File: config.mk
export PLATFORM = sky130hd
export DESIGN_NAME = scroll_pixel_out
export DESIGN_NICKNAME = d
export VERILOG_FILES = /design/src/source/scroll_pkg.sv /design/src/source/scroll_pixel_out.sv
export SDC_FILE = /design/constraint.sdc
export NUM_CORES = 1
export LEC_CHECK = 0
export BUFFER_PORTS_ARGS = -buffer_cell sky130_fd_sc_hd__buf_2
export CORE_MARGIN = 3
export CORE_UTILIZATION = 40
export CTS_CLUSTER_SIZE = 10
export DETAILED_ROUTE_END_ITERATION = 12
export PLACE_DENSITY = 0.76
export RECOVER_POWER = 50
export REMOVE_ABC_BUFFERS = 1
export SLEW_MARGIN = 20
export SYNTH_ARGS = -nofsm -noshare
export SYNTH_HDL_FRONTEND = slang
export SYNTH_SLANG_ARGS = --single-unit
File: constraint.sdc
create_clock -name clk -period 1.4 [get_ports clk]
set_input_delay 0.14 -clock clk [delete_from_list [all_inputs] [get_ports clk]]
set_output_delay 0.14 -clock clk [all_outputs]
set_load 0.01 [all_outputs]
File: src/source/scroll_pkg.sv
package scroll_pkg;

    // pixel is {palette[4:0], color[3:0]}
    parameter int pxl_w = 9;
    parameter logic [pxl_w-1:0] blank_pxl = '1; // blank or transparent

    parameter int vram_aw = 16; // word address
    parameter int rom_aw  = 23; // word address, full 32-bit words

    parameter int line_w   = 512; // pixels per bank
    parameter int map_cols = 64;  // tiles per map row

    // layer n uses 8 << n pixel tiles
    parameter int base_tile_sh = 3;

    typedef enum logic [1:0] {
        seq_idle,
        seq_launch,
        seq_wait_done
    } seq_state_e;

    typedef enum logic [2:0] {
        tile_idle,
        tile_next_pixel,
        tile_fetch_vram,
        tile_fetch_rom,
        tile_write
    } tile_state_e;

endpackage

File: src/source/scroll_pixel_out.sv
`timescale 1ns/1ps

module scroll_pixel_out #(
    parameter int layers = 3
) (
    input  logic                               clk,
    input  logic                               rst,
    input  logic [8:0]                         hdump,
    input  logic [layers*scroll_pkg::pxl_w-1:0] buf_pxl,
    output logic [layers*scroll_pkg::pxl_w-1:0] scr_pxl
);
    import scroll_pkg::*;

    logic [8:0] hdump_q; // matches the buffer read latency
    logic       active;

    // visible columns 64 to 447
    assign active = hdump_q >= 9'd64 && hdump_q < 9'd448;

    always_ff @(posedge clk or posedge rst) begin
        if (rst) begin
            hdump_q <= 9'd0;
            scr_pxl <= {layers{blank_pxl}};
        end else begin
            hdump_q <= hdump;
            for (int i = 0; i < layers; i++) begin
                scr_pxl[i*pxl_w +: pxl_w] <= active ? buf_pxl[i*pxl_w +: pxl_w] : blank_pxl;
            end
        end
    end

endmodule

==> impl_metrics.py <==
metrics = {
    "outcome": {
        "status": "finished, final reports clean",
    },
    "setup_path": {
        "worstSetupEndpointType": "flip-flop",
        "worst-path-max-fanout": 8,
        "worst_path_required_time_ns": 1.63,
        "worst_setup_path_start_kind": "flip-flop",
        "critical_path_arrival_ns": 1.39,
        "worst-setup-path-type": "reg -> reg",
    },
    "final_layout": {
        "n_antenna_cell": 0,
        "final_net_count": 174,
        "stdcell_area_um2": 1460,
        "layout-area-overhead-vs-synth_pct": 40.0,
        "fin_cells": 163,
        "layout-drive-gt1-share": 0.667,
    },
    "synth": {
        "post_synth.cell_area_avg_um2": 16.1,
        "synth-compound-area-share": 0,
        "post_synth_instance_area_um2": 1050,
        "yosysUniqueCellTypes": 8,
        "yosys.area_share.adder": 0,
        "number_of_synthesized_register_bits": 30,
        "synth_top_family_by_area": "simple AND/OR/NAND/NOR gates",
        "synth_simple_gate_area_frac": 0.205,
        "synthesis.yosys.warnings": 0,
        "yosys-mux-area-fraction": 0,
        "post_synth_inst_count": 65,
        "register_area_share_after_synthesis": 0.750,
        "synth_xor_area_frac": 0,
    },
    "sta": {
        "whs_ns": 0.0338,
        "timing.final.crit_share": 0.830,
        "fin_worst_skew_ns": 0.00185,
        "timing.final.max_slew_violations": 0,
        "worst_slew_pin_slew_ns": 0.681,
        "unrepaired_setup_endpoints_after_global_routing": "no",
        "setup_tns_ns": 0,
        "post-route-min-period_ns": 1.16,
        "timing.slew.headroom": 0.546,
        "hold_violations": 0,
        "setup_viol": 0,
        "max_clock_freq_ghz": 0.861,
    },
    "clock_network": {
        "root_buffer": "clkbuf_4",
        "hold_buffers": 4,
        "ctsHtreeMaxLevel": 2,
        "clk_pin_slew_worst_paths_ns": 0.08,
        "post_cts_resized": 0,
        "clock_insertion_delay_worst_skew_ns": 0.29,
        "numClockSinks": 30,
        "max-clock-path-buffers": 2,
        "postCtsSetupRepairBufs": 0,
        "tritoncts": "done",
        "tritoncts.num_buffers": 5,
    },
    "power_and_ir_drop": {
        "seqPwrFrac": 0.588,
        "finalPower_mw": 1.67,
        "p_int_mw": 1.30,
        "sw_frac_of_total": 0.221,
        "vdd_ir_drop_max_uv": 1020,
        "combPwrFrac": 0.132,
        "power.density_cell_area_nw_per_um2": 1140,
        "switchingPower_mw": 0.369,
        "static-leakage-power_nw": 0.682,
        "power.clock.fraction": 0.281,
    },
    "die": {
        "core_um2": 2340,
        "design.portCount": 65,
        "initial_utilization": 0.447,
        "area_of_the_die_um2": 3260,
        "die-width_um": 57.1,
        "die_h_um": 57.1,
        "rows": 17,
    },
    "grt": {
        "via_count_of_the_first_global_routing_pass": 742,
        "grt_total_ovfl": 0,
        "antenna_found_initial": 0,
        "grt_max_degree": 31,
        "gr-usage-all-layers": 0.137,
        "first_pass_grt_wire_length_mm": 3.36,
    },
    "drt": {
        "drc": 0,
        "post_drt_via_cell_ratio": 4.77,
        "finalWirelength_mm": 2.17,
        "drt_iter0_markers": 8,
        "post_drt_wl_per_cell_um": 13.3,
        "postRouteAntennaNets": 0,
        "firstDrtPassIters": 4,
        "detailroute.via_count": 777,
    },
    "place": {
        "hpwlAfterDp_mm": 1.56,
        "place_area_um2": 1370,
        "buffer_ports.inserted": 58,
        "post-place-cells": 151,
        "gp_congestion": 0.656,
    },
    "hold_path": {
        "holdCritPathClass": "in -> reg",
    },
    "run": {
        "timing.max_cap.violations": 0,
    },
}
## worst max-delay path, cell delays in order (launching register included)
cell and delay [ns]:
dfrtp_1 0.38, or3_1 0.38, clkbuf_1 0.20, nand3b_1 0.14
## cells in the final DEF, fill, tap and decap left out
master / count
dfstp_2: 27
dlygate4sd3_1: 6
clkbuf_2: 1
clkbuf_1: 6
clkbuf_4: 5
clkbuf_8: 1
buf_2: 53
nand3_1: 1
inv_1: 1
dfrtp_1: 3
or3_1: 1
nand3b_1: 27
buf_4: 3
## registers in the layout, summed over array words and instances, names as in the netlist
register and flops:
hdump_q 3, scr_pxl 27
## layout make-up
cell class,count,area (um2)
clock buffer,6,51.3
fill,208,876
inverter,1,3.75
multi-input combinational,29,214
sequential,30,785
tap,28,35.0
timing repair buffer,69,375
## metrics by stage
step	setup slack [ns]	utilization
5_1_grt	0.165	0.626
6_report	0.238	0.626
3_5_place_dp	0.276	0.583
4_1_cts	0.253	0.622
3_3_place_gp	0.293	0.583
2_1_floorplan	0.158	-
## final timing paths
kind / slack [ns] / from / cells past startpoint / endpoint
setup reg to reg: 0.24 / hdump_q[7] / 3 / scr_pxl[3]
max in group asynchronous: 0.40 / rst / 4 / hdump_q[7]
min in group asynchronous: 0.57 / rst / 4 / hdump_q[8]
hold / removal: 0.03 / buf_pxl[14] / 2 / scr_pxl[14]
hold reg to reg: 0.74 / hdump_q[7] / 3 / scr_pxl[1]
setup / recovery: 0.24 / hdump_q[7] / 3 / scr_pxl[3]
## power by group through the flow
stage               Combinational (mW)  Clock (mW)  Sequential, mW
floorplan                       0.0632           0            1.03
global placement                 0.209           0           0.995
detailed placement               0.217           0           0.997
CTS                              0.226       0.496           0.983
global route                     0.242       0.549           0.989
finish                           0.220       0.469           0.983
## synthesized netlist by cell type
library cell	number	area share
buf_6	3	0.032
dfstp_2	27	0.68
inv_1	1	0.0036
or3_1	1	0.0060
nand3_1	1	0.0048
buf_2	2	0.0096
dfrtp_1	3	0.072
nand3b_1	27	0.19
## routing by layer
metal,track usage,vias up,share of wire
met5,0,-,0
met4,0.0298,0,0.0078
met3,0.0769,2,0.085
met2,0.237,33,0.54
met1,0.146,384,0.36
li1,-,358,-
## cell families after synthesis
group / Yosys count
buffers and inverters: 6
AND/OR/NAND/NOR: 29
flip-flops: 30
(Power assumes the default switching activity.)
