File: src/source/scroll_pkg.sv
package scroll_pkg;

    // pixel is {palette[4:0], color[3:0]}
    parameter int pxl_w = 9;
    parameter logic [pxl_w-1:0] blank_pxl = '1; // blank or transparent

    parameter int vram_aw = 16; // word address
    parameter int rom_aw  = 23; // word address, full 32-bit words

    parameter int line_w   = 512; // pixels per bank
    parameter int map_cols = 64;  // tiles per map row

    // layer n uses 8 << n pixel tiles
    parameter int base_tile_sh = 3;

    typedef enum logic [1:0] {
        seq_idle,
        seq_launch,
        seq_wait_done
    } seq_state_e;

    typedef enum logic [2:0] {
        tile_idle,
        tile_next_pixel,
        tile_fetch_vram,
        tile_fetch_rom,
        tile_write
    } tile_state_e;

endpackage

File: src/source/scroll_sequencer.sv
`timescale 1ns/1ps

module scroll_sequencer #(
    parameter int layers = 3
) (
    input  logic                 clk,
    input  logic                 rst,
    input  logic                 start,
    input  logic                 layer_done,
    input  logic [layers*16-1:0] vram_base,
    input  logic [layers*16-1:0] hpos,
    input  logic [layers*16-1:0] vpos,
    output logic [1:0]           cur_layer,
    output logic [15:0]          cur_base,
    output logic [15:0]          cur_hpos,
    output logic [15:0]          cur_vpos,
    output logic                 layer_start,
    output logic                 line_done
);
    import scroll_pkg::*;

    seq_state_e state;
    logic       last;
    logic       advance;
    logic       load;
    logic [1:0] sel;

    assign last = cur_layer == 2'(layers - 1);
    // a done pulse left over from an aborted layer can coincide with layer_start
    assign advance = state == seq_wait_done && layer_done && !layer_start;
    assign load = start || (advance && !last);
    assign sel = start ? 2'd0 : cur_layer + 2'd1; // layer whose registers get loaded

    always_ff @(posedge clk or posedge rst) begin
        if (rst) begin
            state       <= seq_idle;
            cur_layer   <= 2'd0;
            layer_start <= 1'b0;
            line_done   <= 1'b0;
        end else begin
            layer_start <= 1'b0;
            line_done   <= 1'b0;
            if (start) begin // also restarts a busy line
                state     <= seq_launch;
                cur_layer <= 2'd0;
            end else begin
                case (state)
                    seq_launch: begin
                        layer_start <= 1'b1; // registers settled last cycle
                        state       <= seq_wait_done;
                    end
                    seq_wait_done: begin
                        if (advance) begin
                            if (last) begin
                                line_done <= 1'b1;
                                state     <= seq_idle;
                            end else begin
                                cur_layer <= sel;
                                state     <= seq_launch;
                            end
                        end
                    end
                    default: state <= seq_idle;
                endcase
            end
        end
    end

    // scroll registers of the layer being drawn
    always_ff @(posedge clk) begin
        if (load) begin
            cur_base <= vram_base[sel*16 +: 16];
            cur_hpos <= hpos[sel*16 +: 16];
            cur_vpos <= vpos[sel*16 +: 16];
        end
    end

endmodule

File: config.mk
export PLATFORM = sky130hd
export DESIGN_NAME = scroll_sequencer
export DESIGN_NICKNAME = d
export VERILOG_FILES = /design/src/source/scroll_pkg.sv /design/src/source/scroll_sequencer.sv
export SDC_FILE = /design/constraint.sdc
export NUM_CORES = 1
export LEC_CHECK = 0
export BUFFER_PORTS_ARGS = -buffer_cell sky130_fd_sc_hd__buf_2
export CORE_ASPECT_RATIO = 1.25
export CORE_MARGIN = 3
export CORE_UTILIZATION = 40
export CTS_BUF_LIST = sky130_fd_sc_hd__clkbuf_4 sky130_fd_sc_hd__clkbuf_8
export DETAILED_ROUTE_END_ITERATION = 16
export PLACE_DENSITY = 0.89
export SLEW_MARGIN = 30
export SYNTH_ARGS = -nofsm -noshare
export SYNTH_HDL_FRONTEND = slang
export SYNTH_SLANG_ARGS = --single-unit
File: constraint.sdc
create_clock -name clk -period 4.4 [get_ports clk]
set_input_delay 0.88 -clock clk [delete_from_list [all_inputs] [get_ports clk]]
set_output_delay 0.88 -clock clk [all_outputs]
set_load 0.05 [all_outputs]
==> results by group, run 1 <==
CTS
  • CTS H-tree lvls: 2
  • Worst-Skew Late Latency: 0.29 ns
  • Setup Buffers After CTS: 0
  • # resized after CTS: 0
  • Worst-path clk slew: 0.09 ns
  • Hold buffers post-CTS: 0
  • Maximum clock insertion buffer count: 2
  • CTS Buf Count: 5
  • CTS root buffer: clkbuf_8
  • CTS tree: yes
  • Clock sink total: 54

Power and ir drop
  • Power, Total: approximately 0.0013 W
  • Proportion of power drawn by flip-flops and latches: roughly half
  • Internal: 0.000859 W
  • Power share of the clock group: 20.7%
  • Peak supply drop: 0.156 mV
  • Power per Cell Area: 324 mW/mm^2
  • Combinational share of power: 30.8%
  • NetSw: 0.000428 W
  • Switching share of power: approximately 33%
  • Leakage power: 1.79 nW

Timing
  • Final Critical Period: 2.46 ns
  • Worst relative slew slack: between 40% and 50%
  • Endpoints failing setup: 0
  • Final period util: a little under three fifths
  • Final Max Slew Viols: 0
  • Worst Tran Pin Value: 0.878 ns
  • Hold_ws: 0.476 ns
  • Skew final: about 0.0057 ns
  • Fin Setup TNS: 0 ns
  • Max frequency: 407 MHz
  • RSZ-0062 raised after global routing: false
  • Final count of hold timing violations: 0

Final layout
  • FILL cells: 582
  • Finished Layout Cells: approximately 520
  • Share of cells above drive strength 1: roughly half
  • Nets: 578
  • Area growth, synth to finish: 41.4%
  • Most common cell after layout, fill and taps aside: buf_2
  • Most frequent cells in the layout: 199 x buf_2, 96 x a22oi_1, 48 x o21ai_1, 48 x edfxtp_1, 6 x dfrtp_1
  • Inserted Diodes: 0

Floorplan
  • Die ar.: 0.00807 mm^2
  • Initial core utilization: between 40% and 50%
  • Row cnt: 33
  • Ports: 200
  • Core ar.: 0.00669 mm^2
  • Die span in x: between 80 and 90 um
  • Die height: roughly 100 um

Worst setup path
  • CP peak stage delay: 0.44 ns
  • Critical Path AT: 2.48 ns
  • FF-to-FF path depth: 7
  • Critical path data required time: around 4.4 ns
  • Worst Path Buf+Inv: 3
  • Cell breakdown of the critical path: buf_2 > buf_4 > nor2_4 > buf_16 > a22oi_1 > o21ai_1
  • R2R Setup Slk: 2.01 ns
  • R2r startpoint: cur_layer[0]
  • R2R Path End: cur_vpos[11]
  • Peak fanout along the critical path: 32
  • Crit end category: flip-flop
  • Setup crit start kind: input pin
  • Crit path max-delay family: buffers and inverters
  • Setup CP Type: input pin to flip-flop
  • Slowest-stage cell, CP: buf_4

Synth
  • Count of different cell masters after synthesis: 21
  • Syn nets: slightly below 400
  • Flops & latches, synth: 54
  • Synth Warn #: 0
  • Syn Std Cell Area: 0.00281 mm^2
  • Area fraction of the dominant cell type after synthesis: around 51%
  • Synth top area cells: edfxtp_1 51%, a22oi_1 26%, o21ai_1 8.6%
  • Register area share after synthesis: 56.7%
  • Synth Instances: approximately 240
  • Mean Syn Cell Area: 11.5 um^2
  • Yosys top cell by area: edfxtp_1

Routing
  • Wirelength per Cell: 17.2 um
  • Iter 0 DRT Violations: 237
  • Vias/cell: 5.72
  • Via count: 2958
  • DRC: 0
  • Post-Route WL: 8.89 mm
  • Drt first pass iters: 5
  • Post-route ant nets: 0

GRT
  • Largest net degree at the start of global routing: 50
  • First-pass GRT wire length: 13.5 mm
  • Initial antenna violation count: 0
  • GR Overflow Total: 0
  • GR Util All Layers: 21.0%
  • Vias in the first global route: slightly below 3000

Worst hold path
  • Worst hold path class: input pin to async pin

Placement
  • Cell count after placement: a little over 500
  • Final HPWL DP: 6.62 mm
  • Number of port buffers: 199
  • Placer congestion estimate: ~0.84

Flow run
  • Maxcap violations: 0

Run status
  • Status: completed
power groups by stage:
stage / logic, W / clock network [W] / registers, W
after floorplan: 0.000109 / 0 / 0.000785
after global placement: 0.000386 / 0 / 0.000636
final: 0.000396 / 0.000267 / 0.000624
after CTS: 0.000397 / 0.000276 / 0.000625
after detailed placement: 0.000396 / 0 / 0.000636
after global routing: 0.000423 / 0.000298 / 0.000628
metrics by stage:
stage / setup slack, ns / cell area (um^2) / util, %
6_report: 1.94 / 3970 / 59.4
5_1_grt: 1.83 / 3970 / 59.4
4_1_cts: 1.98 / 3970 / 59.4
3_5_place_dp: 1.65 / 3890 / 58.1
3_3_place_gp: 1.59 / 3860 / 57.7
2_1_floorplan: 1.47 / 2810 / -
cell usage after synthesis:
cell	instances
buf_4	2
inv_1	1
clkbuf_1	13
nor2b_1	1
nand3b_1	1
edfxtp_1	48
buf_2	9
buf_1	2
o21ai_1	48
a21oi_1	1
nor2_1	4
nor3b_2	1
mux2_2	2
dfrtp_1	6
nand4bb_1	1
nor3b_1	2
nand2b_1	2
ha_1	1
a22oi_1	96
or2_1	2
inv_2	1
logic make-up after synthesis:
kind of cell	synth area share (%)
adder cells (fa/ha/maj)	0.445
multiplexers	0.802
buffers and inverters	4.41
flip-flops	56.7
AND/OR/NAND/NOR	3.30
AO/OA/AOI/OAI	34.4
registers in the layout, summed over array words and instances (netlist names):
register     cells
cur_hpos        16
line_done        1
layer_start      1
cur_vpos        16
state            2
cur_base        16
cur_layer        2
cell type report:
| cell class | count | area [um^2] | share of cell area [%] |
|---|---|---|---|
| repair buffers | 204 | 1070 | 26.8 |
| inverters | 2 | 7.51 | 0.189 |
| clock buffers | 6 | 76.3 | 1.92 |
| flip-flops and latches | 54 | 1590 | 40.1 |
| clock inverters | 2 | 8.76 | 0.221 |
| multi-input cells | 162 | 1110 | 28.0 |
| well taps | 87 | 109 | 2.74 |
worst max-delay path by stage:
stage / start / endpoint / slack (ns) / cells past startpoint
finish: start / cur_vpos[11] / 1.94 / 6
detailed placement: start / cur_hpos[15] / 1.65 / 6
global placement: start / cur_vpos[9] / 1.59 / 5
CTS: start / cur_hpos[15] / 1.98 / 6
floorplan: cur_layer[0] / cur_base[0] / 1.47 / 5
global route: start / cur_vpos[11] / 1.83 / 6
layer usage:
metal  vias up  track usage [%]  part of all wire [%]
met3        18             3.35                   8.0
met2       168             39.1                    55
met4         0             6.63                   1.8
met1      1398             24.1                    35
li1       1374                -                     -
met5         -                0                     0
No activity file was read; power rests on OpenSTA's default activity.
==> inputs of run 2 (changes only) <==
--- a/config.mk
+++ b/config.mk
@@ -8,10 +8,10 @@
 export BUFFER_PORTS_ARGS = -buffer_cell sky130_fd_sc_hd__buf_2
 export CORE_ASPECT_RATIO = 1.25
 export CORE_MARGIN = 3
-export CORE_UTILIZATION = 40
+export CORE_UTILIZATION = 38
 export CTS_BUF_LIST = sky130_fd_sc_hd__clkbuf_4 sky130_fd_sc_hd__clkbuf_8
 export DETAILED_ROUTE_END_ITERATION = 16
-export PLACE_DENSITY = 0.89
+export PLACE_DENSITY = 0.88
 export SLEW_MARGIN = 30
 export SYNTH_ARGS = -nofsm -noshare
 export SYNTH_HDL_FRONTEND = slang
==> constraint.sdc (replaced) <==
create_clock -name clk -period 2.2 [get_ports clk]
set_input_delay 0.44 -clock clk [delete_from_list [all_inputs] [get_ports clk]]
set_output_delay 0.44 -clock clk [all_outputs]
set_load 0.05 [all_outputs]
==> results by group, run 2 (synthesized netlist as in run 1, its figures left out) <==
CTS
  • Worst-Skew Late Latency: 0.30 ns
  • CTS tree: yes
  • CTS Buf Count: 5
  • CTS H-tree lvls: 2
  • Worst-path clk slew: 0.09 ns
  • # resized after CTS: 0
  • Setup Buffers After CTS: 0
  • Clock sink total: 54
  • Maximum clock insertion buffer count: 2
  • CTS root buffer: clkbuf_8
  • Hold buffers post-CTS: 0

Floorplan
  • Row cnt: 34
  • Die ar.: 0.00847 mm^2
  • Die span in x: 82.9 um
  • Die height: a little over 100 um
  • Initial core utilization: between 30% and 40%
  • Ports: 200
  • Core ar.: 0.00706 mm^2

Timing
  • Skew final: 0.00878 ns
  • Endpoints failing setup: 0
  • Worst relative slew slack: 59.9%
  • Worst Tran Pin Value: between 0.6 and 0.7 ns
  • Max frequency: 498 MHz
  • Fin Setup TNS: 0 ns
  • Final Critical Period: 2.01 ns
  • Final Max Slew Viols: 0
  • Final period util: roughly nine tenths
  • Hold_ws: 0.0344 ns
  • RSZ-0062 raised after global routing: false
  • Final worst slack: 0.193 ns
  • Final count of hold timing violations: 0

Final layout
  • Nets: between 500 and 600
  • Most common cell after layout, fill and taps aside: buf_2
  • Area growth, synth to finish: 43.1%
  • Multi-input logic area: 0.00111 mm^2
  • Register area: between 0.0015 and 0.002 mm^2
  • Inserted Diodes: 0
  • Most frequent cells in the layout: 199 x buf_2, 96 x a22oi_1, 48 x o21ai_1, 48 x edfxtp_1, 7 x buf_4
  • Top flop regs: cur_base: 16 flops, cur_hpos: 16 flops, cur_vpos: 16 flops
  • FILL cells: 607
  • Share of cells above drive strength 1: 51.1%

Worst setup path
  • Setup CP Type: flip-flop to flip-flop
  • Critical path data required time: 2.35 ns
  • Critical Path AT: around 2.2 ns
  • Setup crit start kind: flip-flop
  • Crit end category: flip-flop
  • Peak fanout along the critical path: 23

Power and ir drop
  • Leakage power: 1.81 nW
  • Peak supply drop: roughly 0.39 mV
  • Power per Cell Area: 637 mW/mm^2

Worst hold path
  • Worst hold path class: input pin to async pin

Routing
  • Vias/cell: between 5 and 6
  • DRC: 0
  • Wirelength per Cell: 16.8 um
  • Drt first pass iters: 4
  • Post-Route WL: 8.83 mm
  • Post-route ant nets: 0
  • Via count: 2949
  • Iter 0 DRT Violations: 176

GRT
  • GR Overflow Total: 0
  • Initial antenna violation count: 0
  • First-pass GRT wire length: 13.5 mm
  • GR Util All Layers: 19.7%
  • Largest net degree at the start of global routing: 58
  • Vias in the first global route: 2844

Placement
  • Placer congestion estimate: 0.810
  • Number of port buffers: 199
  • Post-place setup slack: 0.101 ns
  • Final HPWL DP: ~6.7 mm

Run status
  • Status: completed

Flow run
  • Maxcap violations: 0
-- run 2: cell types whose count changed in the layout (fill, tap and decap cells not counted) --
cell      before  now
clkbuf_4       1    0
buf_12         1    2
clkinv_2       1    0
dfrtp_1        6    5
clkinv_1       1    3
buf_6          0    1
buf_8          0    1
buf_4          3    7
buf_16         1    0
dfrtp_2        0    1
-- run 2: cell type report --
type	count	share of cell area (%)
multi-input cells	162	27.7
clock buffers	5	1.71
clock inverters	3	0.280
inverters	2	0.187
flip-flops and latches	54	39.6
well taps	90	2.80
repair buffers	210	27.7
-- run 2: layer usage --
layer	vias to the layer above	track usage, %	part of all wire, %
met3	22	5.00	8.9
met1	1360	23.1	36
met5	-	0	0
met2	179	34.4	53
li1	1388	-	-
met4	0	8.55	2.7
-- run 2: stage by stage --
step | std cells | power [W] | area [um^2] | util [%]
2_1_floorplan | 244 | 0.00179 | 2810 | -
3_3_place_gp | 517 | 0.00205 | 3920 | 55.5
3_5_place_dp | 518 | 0.00207 | 3940 | 55.7
4_1_cts | 526 | 0.00258 | 4020 | 56.9
5_1_grt | 526 | 0.00269 | 4020 | 56.9
6_report | 526 | 0.00256 | 4020 | 56.9
-- run 2: critical path, stage by stage (launching register included) --
cell	delay, ns
dfrtp_1	0.40
ha_2	0.35
nor3b_4	0.51
buf_4	0.37
a22oi_1	0.11
o21ai_1	0.12
-- run 2: report_power, final --
group / total [W] / switching (W) / internal [W]
Sequential: 0.00125 / 0.0000245 / 0.00123
Combinational: 0.000793 / 0.000529 / 0.000264
Clock: 0.000517 / 0.000304 / 0.000214
Total: 0.00256 / 0.000857 / 0.00170
-- run 2: path summary, 6_finish.rpt --
check	depth (start not counted)	end	slack [ns]	from
max	5	cur_vpos[1]	0.19	cur_layer[1]
min	2	line_done	0.03	rst
max reg2reg	5	cur_vpos[1]	0.19	cur_layer[1]
min reg2reg	1	layer_start	0.50	state[1]
max in group asynchronous	2	cur_layer[0]	1.96	rst
min in group clk	3	cur_vpos[13]	0.43	vpos[29]
