[config.mk]
export PLATFORM = sky130hd
export DESIGN_NAME = scroll_tilemap
export DESIGN_NICKNAME = d
export VERILOG_FILES = /design/src/source/scroll_pkg.sv /design/src/source/scroll_tilemap.sv
export SDC_FILE = /design/constraint.sdc
export NUM_CORES = 1
export LEC_CHECK = 0
export BUFFER_PORTS_ARGS = -buffer_cell sky130_fd_sc_hd__buf_2
export CORE_UTILIZATION = 30
export CTS_CLUSTER_DIAMETER = 150
export CTS_CLUSTER_SIZE = 28
export DETAILED_ROUTE_END_ITERATION = 12
export GPL_TIMING_DRIVEN = 0
export PLACE_DENSITY = 0.48
export SYNTH_ARGS = -nofsm -noshare
export SYNTH_HDL_FRONTEND = slang
export SYNTH_SLANG_ARGS = --single-unit
[constraint.sdc]
create_clock -name clk -period 4.67 [get_ports clk]
set_input_delay 0.2335 -clock clk [delete_from_list [all_inputs] [get_ports clk]]
set_output_delay 0.2335 -clock clk [all_outputs]
set_load 0.02 [all_outputs]
[src/source/scroll_pkg.sv]
package scroll_pkg;

    // pixel is {palette[4:0], color[3:0]}
    parameter int pxl_w = 9;
    parameter logic [pxl_w-1:0] blank_pxl = '1; // blank or transparent

    parameter int vram_aw = 16; // word address
    parameter int rom_aw  = 23; // word address, full 32-bit words

    parameter int line_w   = 512; // pixels per bank
    parameter int map_cols = 64;  // tiles per map row

    // layer n uses 8 << n pixel tiles
    parameter int base_tile_sh = 3;

    typedef enum logic [1:0] {
        seq_idle,
        seq_launch,
        seq_wait_done
    } seq_state_e;

    typedef enum logic [2:0] {
        tile_idle,
        tile_next_pixel,
        tile_fetch_vram,
        tile_fetch_rom,
        tile_write
    } tile_state_e;

endpackage

[src/source/scroll_tilemap.sv]
`timescale 1ns/1ps

module scroll_tilemap (
    input  logic                          clk,
    input  logic                          rst,
    input  logic                          layer_start,
    input  logic [1:0]                    cur_layer,
    input  logic [15:0]                   cur_base,
    input  logic [15:0]                   cur_hpos,
    input  logic [15:0]                   cur_vpos,
    input  logic [8:0]                    vrender,
    output logic                          layer_done,
    output logic [scroll_pkg::vram_aw-1:0] vram_addr,
    output logic                          vram_cs,
    input  logic [15:0]                   vram_data,
    input  logic                          vram_ok,
    output logic [scroll_pkg::rom_aw-1:0]  rom_addr,
    output logic                          rom_cs,
    input  logic [31:0]                   rom_data,
    input  logic                          rom_ok,
    output logic [8:0]                    buf_addr,
    output logic [scroll_pkg::pxl_w-1:0]  buf_data,
    output logic                          buf_wr
);
    import scroll_pkg::*;

    tile_state_e state;
    logic [8:0]  x;
    logic        go; // start held back by an open memory request
    logic [4:0]  tile_pal;
    logic [10:0] tile_code;
    logic [31:0] rom_word;

    logic [2:0]  tsh;     // log2 of tile size
    logic [3:0]  code_sh; // log2 of rom words per tile
    logic [15:0] mask;
    logic [15:0] sx;
    logic [15:0] sy;
    logic [15:0] sx_nxt;
    logic [15:0] sx_tile;
    logic [15:0] sy_tile;
    logic [vram_aw-1:0] vram_addr_c;
    logic [rom_aw-1:0]  rom_addr_c;
    logic [3:0]  color;
    logic        restart;
    logic        last_x;
    logic        issue_vram;
    logic        issue_rom;

    assign tsh     = 3'(base_tile_sh) + {1'b0, cur_layer};
    assign code_sh = 4'(base_tile_sh) + {1'b0, cur_layer, 1'b0};
    assign mask    = (16'd1 << tsh) - 16'd1;

    assign sx      = 16'(x) + cur_hpos; // wraps at 2^16
    assign sy      = 16'(vrender) + cur_vpos;
    assign sx_nxt  = sx + 16'd1;
    assign sx_tile = sx >> tsh;
    assign sy_tile = sy >> tsh;

    // map is 64x64 tiles, row major
    assign vram_addr_c = cur_base
                       + vram_aw'(sy_tile[5:0]) * vram_aw'(map_cols)
                       + vram_aw'(sx_tile[5:0]);

    assign rom_addr_c = (rom_aw'(tile_code) << code_sh)
                      + (rom_aw'(sy & mask) << cur_layer)
                      + rom_aw'((sx & mask) >> 3);

    assign restart    = (go || layer_start) && !vram_cs && !rom_cs;
    assign last_x     = x == 9'(line_w - 1);
    assign issue_vram = state == tile_fetch_vram && !vram_cs && !restart;
    assign issue_rom  = state == tile_fetch_rom && !rom_cs && !restart;

    // nibble k of the rom word is pixel k of the 8-pixel group
    assign color    = rom_word[{sx[2:0], 2'b00} +: 4];
    assign buf_wr   = state == tile_write;
    assign buf_addr = x;
    assign buf_data = (color == 4'hf) ? blank_pxl : {tile_pal, color};

    always_ff @(posedge clk or posedge rst) begin
        if (rst) begin
            state      <= tile_idle;
            x          <= 9'd0;
            go         <= 1'b0;
            vram_cs    <= 1'b0;
            rom_cs     <= 1'b0;
            layer_done <= 1'b0;
        end else begin
            layer_done <= 1'b0;
            if (restart) begin
                x     <= 9'd0;
                go    <= 1'b0;
                state <= tile_next_pixel;
            end else begin
                if (layer_start)
                    go <= 1'b1;
                case (state)
                    tile_next_pixel: begin
                        if (x == 9'd0 || (sx & mask) == 16'd0)
                            state <= tile_fetch_vram;
                        else if (sx[2:0] == 3'd0)
                            state <= tile_fetch_rom;
                        else
                            state <= tile_write;
                    end
                    tile_fetch_vram: begin
                        if (issue_vram) begin
                            vram_cs <= 1'b1;
                        end else if (vram_ok) begin
                            vram_cs <= 1'b0;
                            state   <= tile_fetch_rom; // new tile needs its row too
                        end
                    end
                    tile_fetch_rom: begin
                        if (issue_rom) begin
                            rom_cs <= 1'b1;
                        end else if (rom_ok) begin
                            rom_cs <= 1'b0;
                            state  <= tile_write;
                        end
                    end
                    tile_write: begin
                        if (last_x) begin
                            layer_done <= 1'b1; // last pixel written this cycle
                            state      <= tile_idle;
                        end else begin
                            x <= x + 9'd1;
                            if (sx_nxt[2:0] == 3'd0)
                                state <= tile_next_pixel;
                        end
                    end
                    default: state <= tile_idle;
                endcase
            end
        end
    end

    // request addresses and fetched data
    always_ff @(posedge clk) begin
        if (issue_vram)
            vram_addr <= vram_addr_c;
        if (issue_rom)
            rom_addr <= rom_addr_c;
        if (state == tile_fetch_vram && vram_cs && vram_ok) begin
            tile_pal  <= vram_data[15:11];
            tile_code <= vram_data[10:0];
        end
        if (state == tile_fetch_rom && rom_cs && rom_ok)
            rom_word <= rom_data;
    end

endmodule

==> flow_results.org, run 1 <==
** Finish
- Final Cell Area :: around 11000 um2
- For this run, the post-layout net count is 1271.
- Area growth, synth to finish :: 30.9%
- Number of inserted filler cells in the final layout :: 2774
- For this run, the share of the core covered by cells in the final layout is 39.9%.
- Of the cells placed in the final design, the portion with a size suffix greater than 1 is a little over a third.

** Power
- Cell Pwr Density :: 337 nW/um2
- Leak pwr :: 0.00464 uW
- VDD sags by at most just over 200 uV.
- PnR Total Power :: 3720 uW

** Timing
- The clock period could shrink to 4.62 ns.
- The count of endpoints failing hold in the final timing report came to 0.
- At the pin with the least slew margin, the transition time is 0.903 ns.
- Worst setup margin :: 0.0524 ns
- Final count of negative-setup-slack endpoints :: 0
- Max-slew headroom at the worst pin :: 39.7%
- The final count of pins violating max slew came to 0.
- RSZ-0062 raised after global routing :: yes
- Based on the critical path, the design can be clocked at up to 217 MHz.
- Setup TNS after final layout :: 0 ns
- Skew final :: 0.0118 ns
- In the finished design, the share of the clock period the worst path needs comes to 98.9%.

** Worst setup path
- Library cell appearing most often on the critical path :: a21oi_2
- STA puts the critical path data arrival time at around 4.8 ns.
- STA classifies the critical path endpoint as a register.
- Delay-heaviest family, CP :: compound AO/OA/AOI/OAI gates
- Data on the critical path is required at its endpoint by 4.88 ns.
- Of all nets on the critical path, the largest fanout is 6.
- Cells along the critical path :: ha_2 > or3_4 > o31a_1 > xor2_2 > nand2_1 > fa_1 > inv_1 > ha_1 > and3_1 > a221oi_4 > a221oi_2 > a221o_1 > a41oi_2 > a21oi_2 > a31o_2 > a21oi_2
- Counting both buffers and inverters, the worst setup path holds a total of 1.
- In this design, the stage delay of the slowest critical-path cell is about 0.51 ns.
- Among all stages on the critical path, the largest delay is contributed by fa_1.
- Setup CP Type :: reg -> reg
- STA classifies the critical path startpoint as a register.

** Place
- Before CTS, the worst setup slack after placement is -1.28 ns.
- Final estimated routing congestion in global placement :: around 0.9
- Once detailed placement completed, the half-perimeter wirelength came to 19600 um.
- Area post-placement :: roughly 9900 um2
- IO buf count :: 170

** Synthesis
- Combinational family with the most area after synthesis :: compound AO/OA/AOI/OAI gates
- Adder-cell share of the synthesized area :: 14.5%
- Biggest area contributors in the synthesized netlist :: edfxtp_1 (31%), ha_1 (11%), dfrtp_1 (4.7%)
- Number of standard cells after synthesis :: 850
- Synthesized-area fraction occupied by ao, oa, aoi and oai cells :: 16.4%
- After Yosys synthesis, XOR and XNOR cells account for 5.50% of the synthesized area.
- The top cell type by area accounts for 31.0% of the synthesized area.
- Number of warnings reported in the yosys synthesis log :: 0
- Counting every net in the synthesized netlist gives 1050.
- Fraction of registers with async set or reset after synthesis :: around 16%
- Part of the Yosys area used for sequential elements :: between 30% and 40%
- Most used standard cells in the synthesized netlist :: edfxtp_1 (87), ha_1 (72), nor2_1 (67), nand2_1 (59), inv_1 (58)
- Synthesis inferred between 100 and 150 register bits.
- In this run the cell area of the synthesized design comes to 8430 um2.
- Of the total synthesized cell area, the portion taken by AND, OR, NAND and NOR gates is around 15%.
- Yosys mapped a number of flops with a built-in enable equal to 87.
- Most repeated cell in the gate-level netlist after synthesis :: edfxtp_1
- A synthesized cell averages 9.92 um2.
- Largest area contributor in the synthesized netlist :: edfxtp_1
- In this run, distinct cell masters in the synthesized netlist total 70.
- Predominant post-synthesis flop cell :: edfxtp_1
- Multiplexer area fraction after synthesis :: 8.41%

** Clock tree
- TritonCTS Buffers :: 9
- TritonCTS built the clock tree.
- Clock tree synthesis found a total of 103 sinks.
- No sink is reached through more buffers than the 2 on the longest clock path.
- Clk Tree Root Cell :: clkbuf_16
- Clock latency at the later pin of the worst-skew pair :: 0.37 ns
- Max H-tree Level :: 3
- After clock tree synthesis, the clock-pin slew on the worst setup and hold paths is 0.09 ns.

** Global routing
- Global-route wire length before repair :: 38600 um
- Entering global routing, the biggest net connects 22 pins.
- Via count of the first global-routing pass :: between 7000 and 8000
- Antenna violations before repair :: 7
- Global routing used between 10% and 20% of the available tracks.
- The total overflow left after global routing is 0.

** Routing
- Via/cell ratio :: 4.95
- After detailed routing, the number of remaining DRC violations is 0.
- For this block, the initial DRC count from the detailed router was 457.
- Dividing the detail-routed wire length by the instance count gives around 17 um.
- The first detailed-routing pass took 5 iterations.
- Post-route antenna net violation count :: 0
- Total length of routed wires :: around 25000 um
- Via total after detailed routing :: ~7200

** Min path
- In this run the worst hold path is classified as in -> reg.

** Job
- # Max-Cap Violations :: 0

** Floorplan
- For this configuration, the core starts out at a cell density of 30.4%.
- Overall die area :: 28800 um2
- Number of I/O pins :: 173
- Measured along the x axis, the die boundary spans 170 um.
- The total area inside the core boundary comes to 27700 um2.
- Core Rows :: 61
- Die height :: 170 um

** Status
- The flow ran to the end, and the final reports show no timing, DRC or antenna violations.
-- final cells by class --
| type | instances | area [um2] | area share [%] |
|---|---|---|---|
| Multi-Input combinational cell | 660 | 5650 | 51.1 |
| Timing Repair Buffer | 211 | 1180 | 10.7 |
| Inverter | 60 | 229 | 2.07 |
| Tap cell | 378 | 473 | 4.28 |
| Sequential cell | 103 | 3020 | 27.3 |
| Antenna cell | 5 | 12.5 | 0.113 |
| Buffer | 26 | 174 | 1.57 |
| Clock buffer | 9 | 225 | 2.04 |
| Clock inverter | 7 | 81.3 | 0.736 |
-- path summary, 6_finish.rpt --
kind / from / endpoint / slack, ns / cells past startpoint
hold reg to reg: go$_DFFE_PP0P_ / go$_DFFE_PP0P_ / 0.53 / 2
min in group asynchronous: rst / buf_addr[4]$_DFFE_PP0P_ / 0.50 / 3
hold / removal: rom_data[23] / rom_word[23]$_DFFE_PP_ / 0.03 / 1
setup / recovery: buf_addr[6]$_DFFE_PP0P_ / rom_addr[22]$_DFFE_PP_ / 0.05 / 16
max in group asynchronous: rst / buf_addr[2]$_DFFE_PP0P_ / 3.71 / 3
setup reg to reg: buf_addr[6]$_DFFE_PP0P_ / rom_addr[22]$_DFFE_PP_ / 0.05 / 16
-- state kept, by name, summed over array words and instances, names as in the netlist --
signal and count:
vram_addr 16, layer_done 1, rom_cs 1, tile_code 11, rom_word 32, rom_addr 23
tile_pal 5, vram_cs 1, buf_addr 9, go 1, state 3
-- through the flow --
step / hold WS (ns) / std cells
floorplan: 0.147 / 850
global placement: 0.359 / 1398
detailed placement: 0.364 / 1403
CTS: 0.0195 / 1438
global route: 0.0193 / 1454
finish: 0.0329 / 1459
-- cells by family after synthesis --
family,Yosys count
multiplexers,55
adder cells (fa/ha/maj),88
buffers and inverters,87
AO/OA/AOI/OAI,202
XOR/XNOR,53
other,1
flip-flops,103
AND/OR/NAND/NOR,261
-- cell usage in the layout, fill, tap and decap left out, types with 7 or more instances in the layout --
master,count
a21o_1,13
a21oi_1,34
a21oi_2,11
a31oi_1,11
and2_1,10
and3_1,16
buf_2,170
buf_4,39
clkbuf_1,13
clkbuf_16,9
dfrtp_1,11
edfxtp_1,87
fa_1,14
ha_1,58
ha_2,7
ha_4,7
inv_1,53
mux2_2,15
mux2i_1,21
mux4_2,11
nand2_1,58
nand2b_1,11
nand3_1,21
nor2_1,62
nor2b_1,12
nor3_1,18
o211ai_1,8
o21a_1,13
o21ai_0,34
o21ai_1,8
or2_2,11
or3_1,7
xnor2_1,33
xor2_1,14
-- what timing repair did --
action	CTS	global route
setup endpoints to repair	16	13
pin swaps	29	40
setup buffers	19	16
hold buffers	1	0
endpoints found under the hold margin	16	0
resized for setup	63	68
gates cloned	0	0
-- where the power goes --
part / leakage, uW / internal, uW / switching, uW
Clock: 0.000150 / 384 / 409
Combinational: 0.00349 / 701 / 949
Sequential: 0.000996 / 1210 / 64.9
Total: 0.00464 / 2300 / 1420
-- routing by layer --
| layer | routed length (um) | GRT usage [%] | up-vias |
|---|---|---|---|
| met1 | 11200 | 22.4 | 3378 |
| met2 | 11300 | 28.6 | 228 |
| met4 | 506 | 5.60 | 4 |
| met5 | 30 | 0 | - |
| li1 | - | - | 3581 |
| met3 | 1630 | 4.15 | 36 |
Note: power is estimated with default switching activity, not from simulation.
==> inputs of run 2 (changes only) <==
REMOVE_ABC_BUFFERS = 1   (was default)
==> run 2 against run 1 <==
Compared with the run above:
- the flow now finishes with violations (design-rule violations)
- critical path depth is 1 higher
- maximum frequency is 0.34% higher
- worst setup slack better by 0.016 ns
- clock power is 3.9% higher
- wire length is 2.3% lower
- clock-buffer cell count stayed put
- design area is 2.1% lower
- largest cell class unchanged
==> flow_results.org, run 2 (synthesized netlist as in run 1, its figures left out) <==
** Finish
- Summing all multi-input logic gate instances after layout gives 5540 um2.
- Excluding fillers, the count of instances in the completed layout stands at 1431.
- In the layout the commonest cells are buf_2 (170), edfxtp_1 (87), nor2_1 (62), nand2_1 (58), ha_1 (58).
- Counting the fill cells in the layout gives 2827.
- For this run, the post-layout net count is 1244.
- The largest registers in the layout are rom_word (32), rom_addr (23), vram_addr (16).
- Most common library cell in the layout ignoring fill and taps :: buf_2
- The post-route netlist has roughly a third of its cells at a drive strength greater than 1.
- The register with the most flip-flops in the layout has 32 of them.
- Cells fill 39.0% of the core in the end.
- Register with the most flip-flops :: rom_word
- Area growth, synth to finish :: 28.2%
- Registers take 3020 um2.

** Power
- Switch share :: 38.3%
- The internal portion of the total power is 2300 uW.
- Power share of the clock group :: between 20% and 30%
- Leak pwr :: approximately 0.0045 uW
- IR analysis of the VDD net gives a maximum drop of 201 uV.
- Flop pwr share :: 34.3%
- Summing internal, switching and leakage power gives 3720 uW.
- Combinational share of power :: 43.6%
- Power spread over the standard cell area amounts to 345 nW/um2.
- Psw :: 1430 uW

** Routing
- Via/cell ratio :: roughly 5.0
- Via total after detailed routing :: 7092
- For this run, design rule violations remaining after detail routing come to 8.
- Pre-antenna DRT Iters :: 10
- Post-route antenna net violation count :: 0
- After detailed routing, the average wire length per cell comes to 16.9 um.
- In this run, the number of DRC markers left after iteration 0 of detailed routing was 356.
- Total length of routed wires :: about 24000 um

** Worst setup path
- The critical path starts at buf_addr[0]$_DFFE_PP0P_.
- FF-to-FF setup slack :: 0.07 ns
- By startpoint and endpoint, the worst setup path is classified as reg -> reg.
- Setup crit end :: rom_addr[21]$_DFFE_PP_
- The startpoint identified for the worst register-to-register timing path is buf_addr[0]$_DFFE_PP0P_.
- Kind of start point of the critical path :: register
- Endpoint of the worst register-to-register path :: rom_addr[21]$_DFFE_PP_
- The worst setup path is captured at a register.
- Crit path DAT :: 4.72 ns
- Worst-path maximum fanout :: 3
- Critical Path RT :: 4.79 ns
- Worst-case reg-to-reg path depth :: 17

** Min path
- The tightest min-delay check is of the in -> reg type.

** Floorplan
- In this run the core area contains 61 standard-cell rows.
- Die height :: 170 um
- Number of I/O pins :: around 170
- After floorplanning, the core was sized to cover 27700 um2.
- The die covers roughly 29000 um2.
- For this configuration, the core starts out at a cell density of between 30 and 40%.
- Chip Width :: roughly 170 um

** Global routing
- Antenna violations before repair :: 8
- For this run, global-route usage on met3 was measured as 3.59%.
- Across every metal layer, demand over resource in global routing totals 16.8%.
- Entering global routing, the biggest net connects just over 60 pins.
- Via count of the first global-routing pass :: 6960
- Met1 capacity usage during global routing :: 22.1%
- For this run, global-route usage on met2 was measured as 27.5%.
- Global-route wire length before repair :: between 30000 and 40000 um
- After global routing, the most crowded layer is met2.
- Summed over all layers, the global routing overflow is 0.

** Timing
- Skew final :: 0.0122 ns
- Worst hold-check slack :: ~0.033 ns
- Minimum period implied by the final worst setup slack :: 4.60 ns
- The count of endpoints failing hold in the final timing report came to 0.
- Actual transition at the worst max-transition pin :: 0.903 ns
- Max-slew headroom at the worst pin :: around 40%
- Setup TNS after final layout :: 0 ns
- The final count of pins violating max slew came to 0.
- Share of the clock period used by the worst path :: 98.5%
- Setup violations remaining at the end of the flow were counted as 0.
- RSZ-0062 raised after global routing :: yes
- Highest Clock Rate :: 217 MHz

** Job
- # Max-Cap Violations :: 0

** Place
- Summed over all nets, the half-perimeter wirelength after detailed placement is 18400 um.
- IO buf count :: 172
- Routability-driven placement finished with a final weighted congestion of approximately 0.8.
- Dpl cells :: around 1400

** Status
- Result of the run :: finished, violations left
- Failing checks :: design-rule violations

** Clock tree
- TritonCTS built the clock tree.
- Maximum count of clock buffers along a single path :: 2
- Counting the buffers created by CTS gives 9.
- The tree is rooted in a clkbuf_16.
- Clock-pin slew was measured on the worst setup and hold paths at 0.09 ns.
- Clock latency on the worst-skew pair, taken at its later pin, is 0.37 ns.
- The H-tree was split into 3 levels.
- Clock tree synthesis found a total of around 100 sinks.
[run 2: changes by cell type in the layout (fill, tap and decap cells not counted), moves of 3 or more]
cell,before,now
clkbuf_4,3,0
clkbuf_1,13,0
o21ai_0,34,37
buf_4,39,30
o21ai_1,8,4
a21oi_2,11,8
a21oi_1,34,37
buf_1,3,0
[run 2: metal layers]
layer,part of all wire [%],up-vias,wire (um)
li1,-,3527,-
met1,46,3338,11200
met2,46,183,11100
met3,5.6,36,1360
met4,1.9,8,453
met5,0.22,-,54
[run 2: worst min path at each step]
stage	start	end	slack (ns)	cells after the start
after global placement	rst	buf_addr[4]$_DFFE_PP0P_	0.37	2
after CTS	rom_data[3]	rom_word[3]$_DFFE_PP_	0.02	1
final	vram_data[2]	tile_code[2]$_DFFE_PP_	0.03	1
after detailed placement	rst	buf_addr[4]$_DFFE_PP0P_	0.37	2
after global routing	vram_data[11]	tile_pal[0]$_DFFE_PP_	0.02	1
after floorplan	rst	buf_addr[0]$_DFFE_PP0P_	0.15	1
[run 2: timing repair]
| item | CTS | global route |
|---|---|---|
| cloned | 2 | 1 |
| endpoints found under the setup margin | 24 | 12 |
| pin swaps | 27 | 27 |
| buffers inserted | 17 | 10 |
| endpoints found under the hold margin | 16 | 0 |
| hold buffers | 1 | 0 |
| resized for setup | 59 | 49 |
[run 2: power by group through the flow]
stage	registers (uW)	clock network [uW]	logic, uW
5_1_grt	1290	881	1810
2_1_floorplan	1370	0	964
6_report	1280	824	1620
3_5_place_dp	1300	0	1500
4_1_cts	1280	852	1600
3_3_place_gp	1310	0	1450
[run 2: critical path: stages, from the launching register on]
cell and delay [ns]:
dfrtp_2 0.43, ha_4 0.17, fa_2 0.38, a21o_1 0.23, a221oi_4 0.32, xnor2_2 0.16, or2b_4 0.31, fa_1 0.51
inv_2 0.05, ha_4 0.22, nor2b_4 0.13, o31a_1 0.27, o2111a_2 0.30, o211ai_1 0.28, a31oi_2 0.19, o2111ai_2 0.22
a21o_1 0.14, a21oi_1 0.06
[run 2: final cells by class]
cell class	instances	area share, %
tap	378	4.37
clock inverter	7	0.822
timing repair inverter	2	0.0926
inverter	60	2.16
antenna	4	0.0926
clock buffer	9	2.08
timing repair buffer	208	11.2
multi-input combinational	660	51.3
sequential	103	27.9
[run 2: stage by stage]
step                worst slack, ns  cell area [um2]
CTS                         -0.0195            10500
global route                 -0.157            10800
detailed placement            -2.55             9760
finish                       0.0683            10800
floorplan                    -0.253             8320
global placement              -2.67             9660
==> inputs of run 3 (changes only) <==
--- a/config.mk
+++ b/config.mk
@@ -8,2 +8,3 @@
 export BUFFER_PORTS_ARGS = -buffer_cell sky130_fd_sc_hd__buf_2
+export CORE_ASPECT_RATIO = 0.8
 export CORE_UTILIZATION = 30
--- a/constraint.sdc
+++ b/constraint.sdc
@@ -3,2 +3,2 @@
 set_output_delay 0.2335 -clock clk [all_outputs]
-set_load 0.02 [all_outputs]
+set_load 0.05 [all_outputs]
==> run 3 against run 2 <==
Compared with the run above:
- the flow finishes with violations (negative setup slack)
- non-clock buffer count decreased by 8
- largest power group unchanged
- global-route usage is essentially flat
- core utilization shrank 0.30 points
- cell count decreased by 1.7%
==> flow_results.org, run 3 (synthesized netlist as in run 1, its figures left out) <==
** Power
- Summed over all cells, the static leakage comes to 0.00444 uW.
- Worst IR Drop VDD :: 271 uV
- Power spread over the standard cell area amounts to about 370 nW/um2.

** Clock tree
- TritonCTS Buffers :: 9
- For this design, the sink count on the clock tree is 103.
- Clk Tree Root Cell :: clkbuf_16
- Maximum count of clock buffers along a single path :: 2
- TritonCTS clock tree :: yes
- Register clock-pin slew on the reported worst setup and hold paths :: roughly 0.08 ns
- Clock latency at the later pin of the worst-skew pair :: 0.38 ns
- The H-tree was split into 3 levels.

** Timing
- The final count of pins violating max slew was 0.
- Hold is met by about 0.032 ns.
- Share of the clock period used by the worst path :: 100%
- Minimum period implied by the final worst setup slack :: 4.68 ns
- Setup violations remaining at the end of the flow were counted as 1.
- Skew final :: roughly 0.013 ns
- RSZ-0062 raised after global routing :: yes
- For the pin with the worst max-slew slack, the measured transition is around 0.83 ns.
- Count of endpoints failing hold in the final timing report :: 0
- In the post-route analysis, the smallest setup slack over all paths is -0.0123 ns.
- Static timing analysis puts the maximum clock frequency at 214 MHz.
- Max-slew headroom at the worst pin :: 44.9%

** Finish
- More flip-flops sit in one register than any other, and that register is rom_word.
- The register with the most flip-flops in the layout has 32 of them.
- The largest registers in the layout are rom_word (32), rom_addr (23), vram_addr (16).
- Once layout is complete, the cells apart from fillers number 1406.
- Layout cell share with drive strength beyond 1 :: between 30% and 40%
- The library cell used most frequently in the layout, excluding fill and tap cells, is buf_2.
- Compared with the post-synthesis result, the final layout area differs by 25.9%.
- Number of nets in the finished design :: about 1200
- Leading cell types in the layout, fill and taps excluded :: buf_2 (170), edfxtp_1 (87), nor2_1 (62), ha_1 (60), nand2_1 (58)

** Routing
- The routed layout has 7122 vias.
- In the routed design, unresolved DRC markers number 0.
- The count of nets left with antenna violations once routing finished came out at 0.
- After detailed routing, the total wire length is 24200 um.
- Pre-antenna DRT Iters :: 5
- DR WL/cell :: 17.2 um
- Via/cell ratio :: 5.07
- For this block, the initial DRC count from the detailed router was 487.

** Worst setup path
- STA classifies the critical path startpoint as a register.
- The critical path runs through a total of 17 cells.
- Worst path max stage delay :: 0.50 ns
- Cells along the critical path :: ha_4 > fa_2 > a21o_1 > a221oi_4 > xnor2_2 > or2b_4 > fa_1 > inv_2 > ha_4 > nor2b_4 > o31a_1 > o2111a_2 > o211ai_1 > a31oi_2 > o2111ai_2 > a21o_1 > a21oi_1
- Slowest stage cell, crit path :: fa_1
- Of all nets on the critical path, the largest fanout is 4.
- The worst setup path is captured at a register.
- STA puts the critical path data required time at between 4 and 5 ns.
- Setup CP Type :: reg -> reg
- Delay-heaviest family, CP :: compound AO/OA/AOI/OAI gates
- Buf+Inv Stages, Crit Path :: 1
- Data on the critical path arrives at its endpoint at roughly 4.8 ns.
- Counting cells, the worst reg-to-reg path comes to 17.

** Floorplan
- The die is between 150 and 200 um wide.
- Number of I/O pins :: 173
- Overall die area :: 28800 um2
- The floorplan has between 50 and 60 rows.
- The floorplan step set the die height to 152 um.
- In this run the standard cell core region covers around 27000 um2.
- Once the floorplan was initialized, standard cells occupied around 31% of the core.

** Status
- The final reports fail on negative setup slack.
- Result of the run :: finished, violations left

** Place
- Dpl cells :: about 1400
- The congestion estimate from routability-driven global placement came to between 0.8 and 0.9.
- IO buf count :: about 170
- Prior to clock tree synthesis, the placed netlist has a worst setup slack of -2.54 ns.
- Sum of net half-perimeters after detailed placement :: 18500 um

** Global routing
- The initial antenna violation count is 2.
- Via count of the first global-routing pass :: just under 7000
- The first global-routing pass estimated 37700 um of wire.
- Global routing finished with a remaining overflow of 0.
- Entering global routing, the biggest net connects between 60 and 70 pins.
- Across every metal layer, demand over resource in global routing totals 16.8%.

** Min path
- Along the worst hold path, the cell count comes to 1.
- The worst hold path belongs to the class in -> reg.

** Job
- # Max-Cap Violations :: 0
-- run 3: cell type report --
type | count | area [um2]
Fill cell | 2864 | 16800
Multi-Input combinational cell | 660 | 5480
Sequential cell | 103 | 3020
Timing Repair Buffer | 200 | 1120
Tap cell | 364 | 455
Inverter | 60 | 234
Clock buffer | 9 | 225
Clock inverter | 7 | 76.3
Timing Repair inverter | 2 | 10.0
Antenna cell | 1 | 2.50
-- run 3: final timing paths --
check,start,end,slack [ns]
setup / recovery,buf_addr[0]$_DFFE_PP0P_,rom_addr[21]$_DFFE_PP_,-0.01
min in group asynchronous,rst,state[1]$_DFFE_PP0P_,0.49
setup reg to reg,buf_addr[0]$_DFFE_PP0P_,rom_addr[21]$_DFFE_PP_,-0.01
max in group asynchronous,rst,buf_addr[0]$_DFFE_PP0P_,3.71
hold / removal,rom_data[17],rom_word[17]$_DFFE_PP_,0.03
hold reg to reg,go$_DFFE_PP0P_,go$_DFFE_PP0P_,0.54
-- run 3: power by group --
| group | total [uW] | leakage (uW) | switching (uW) | internal (uW) |
|---|---|---|---|---|
| Sequential | 1280 | 0.00100 | 71.2 | 1210 |
| Combinational | 1830 | 0.00329 | 1140 | 688 |
| Clock | 783 | 0.000146 | 404 | 378 |
| Total | 3890 | 0.00444 | 1610 | 2280 |
-- run 3: layer usage --
layer | vias up | global-route usage (%) | part of all wire (%)
met5 | - | 0 | 0.070
met4 | 2 | 3.49 | 0.96
met3 | 18 | 4.55 | 7.4
met2 | 237 | 24.8 | 42
met1 | 3358 | 24.4 | 50
li1 | 3507 | - | -
-- run 3: what timing repair did --
item / in CTS / in global routing
pin swaps: 20 / 12
gates resized for setup: 54 / 37
gates cloned: 2 / 0
endpoints found under the hold margin: 16 / 0
buffers inserted: 15 / 5
setup endpoints to repair: 24 / 13
hold buffers: 1 / 0
-- run 3: stage by stage --
stage | util [%] | area, um2 | power [uW] | TNS (ns)
final | 38.7 | 10600 | 3890 | -0.0123
after global routing | 38.7 | 10600 | 4140 | -0.692
after CTS | 38.1 | 10400 | 3910 | -0.0167
after detailed placement | 35.5 | 9750 | 3030 | -36.97
after global placement | 35.1 | 9640 | 2980 | -100.12
after floorplan | - | 8320 | 2540 | -6.43
-- run 3: worst reg2reg max path: stages, from the launching register on --
cell and delay, ns:
dfrtp_2 0.45, ha_4 0.18, fa_2 0.42, a21o_1 0.21, a221oi_4 0.30, xnor2_2 0.19
or2b_4 0.32, fa_1 0.50, inv_2 0.05, ha_4 0.25, nor2b_4 0.13, o31a_1 0.29
o2111a_2 0.29, o211ai_1 0.25, a31oi_2 0.19, o2111ai_2 0.22, a21o_1 0.14, a21oi_1 0.07
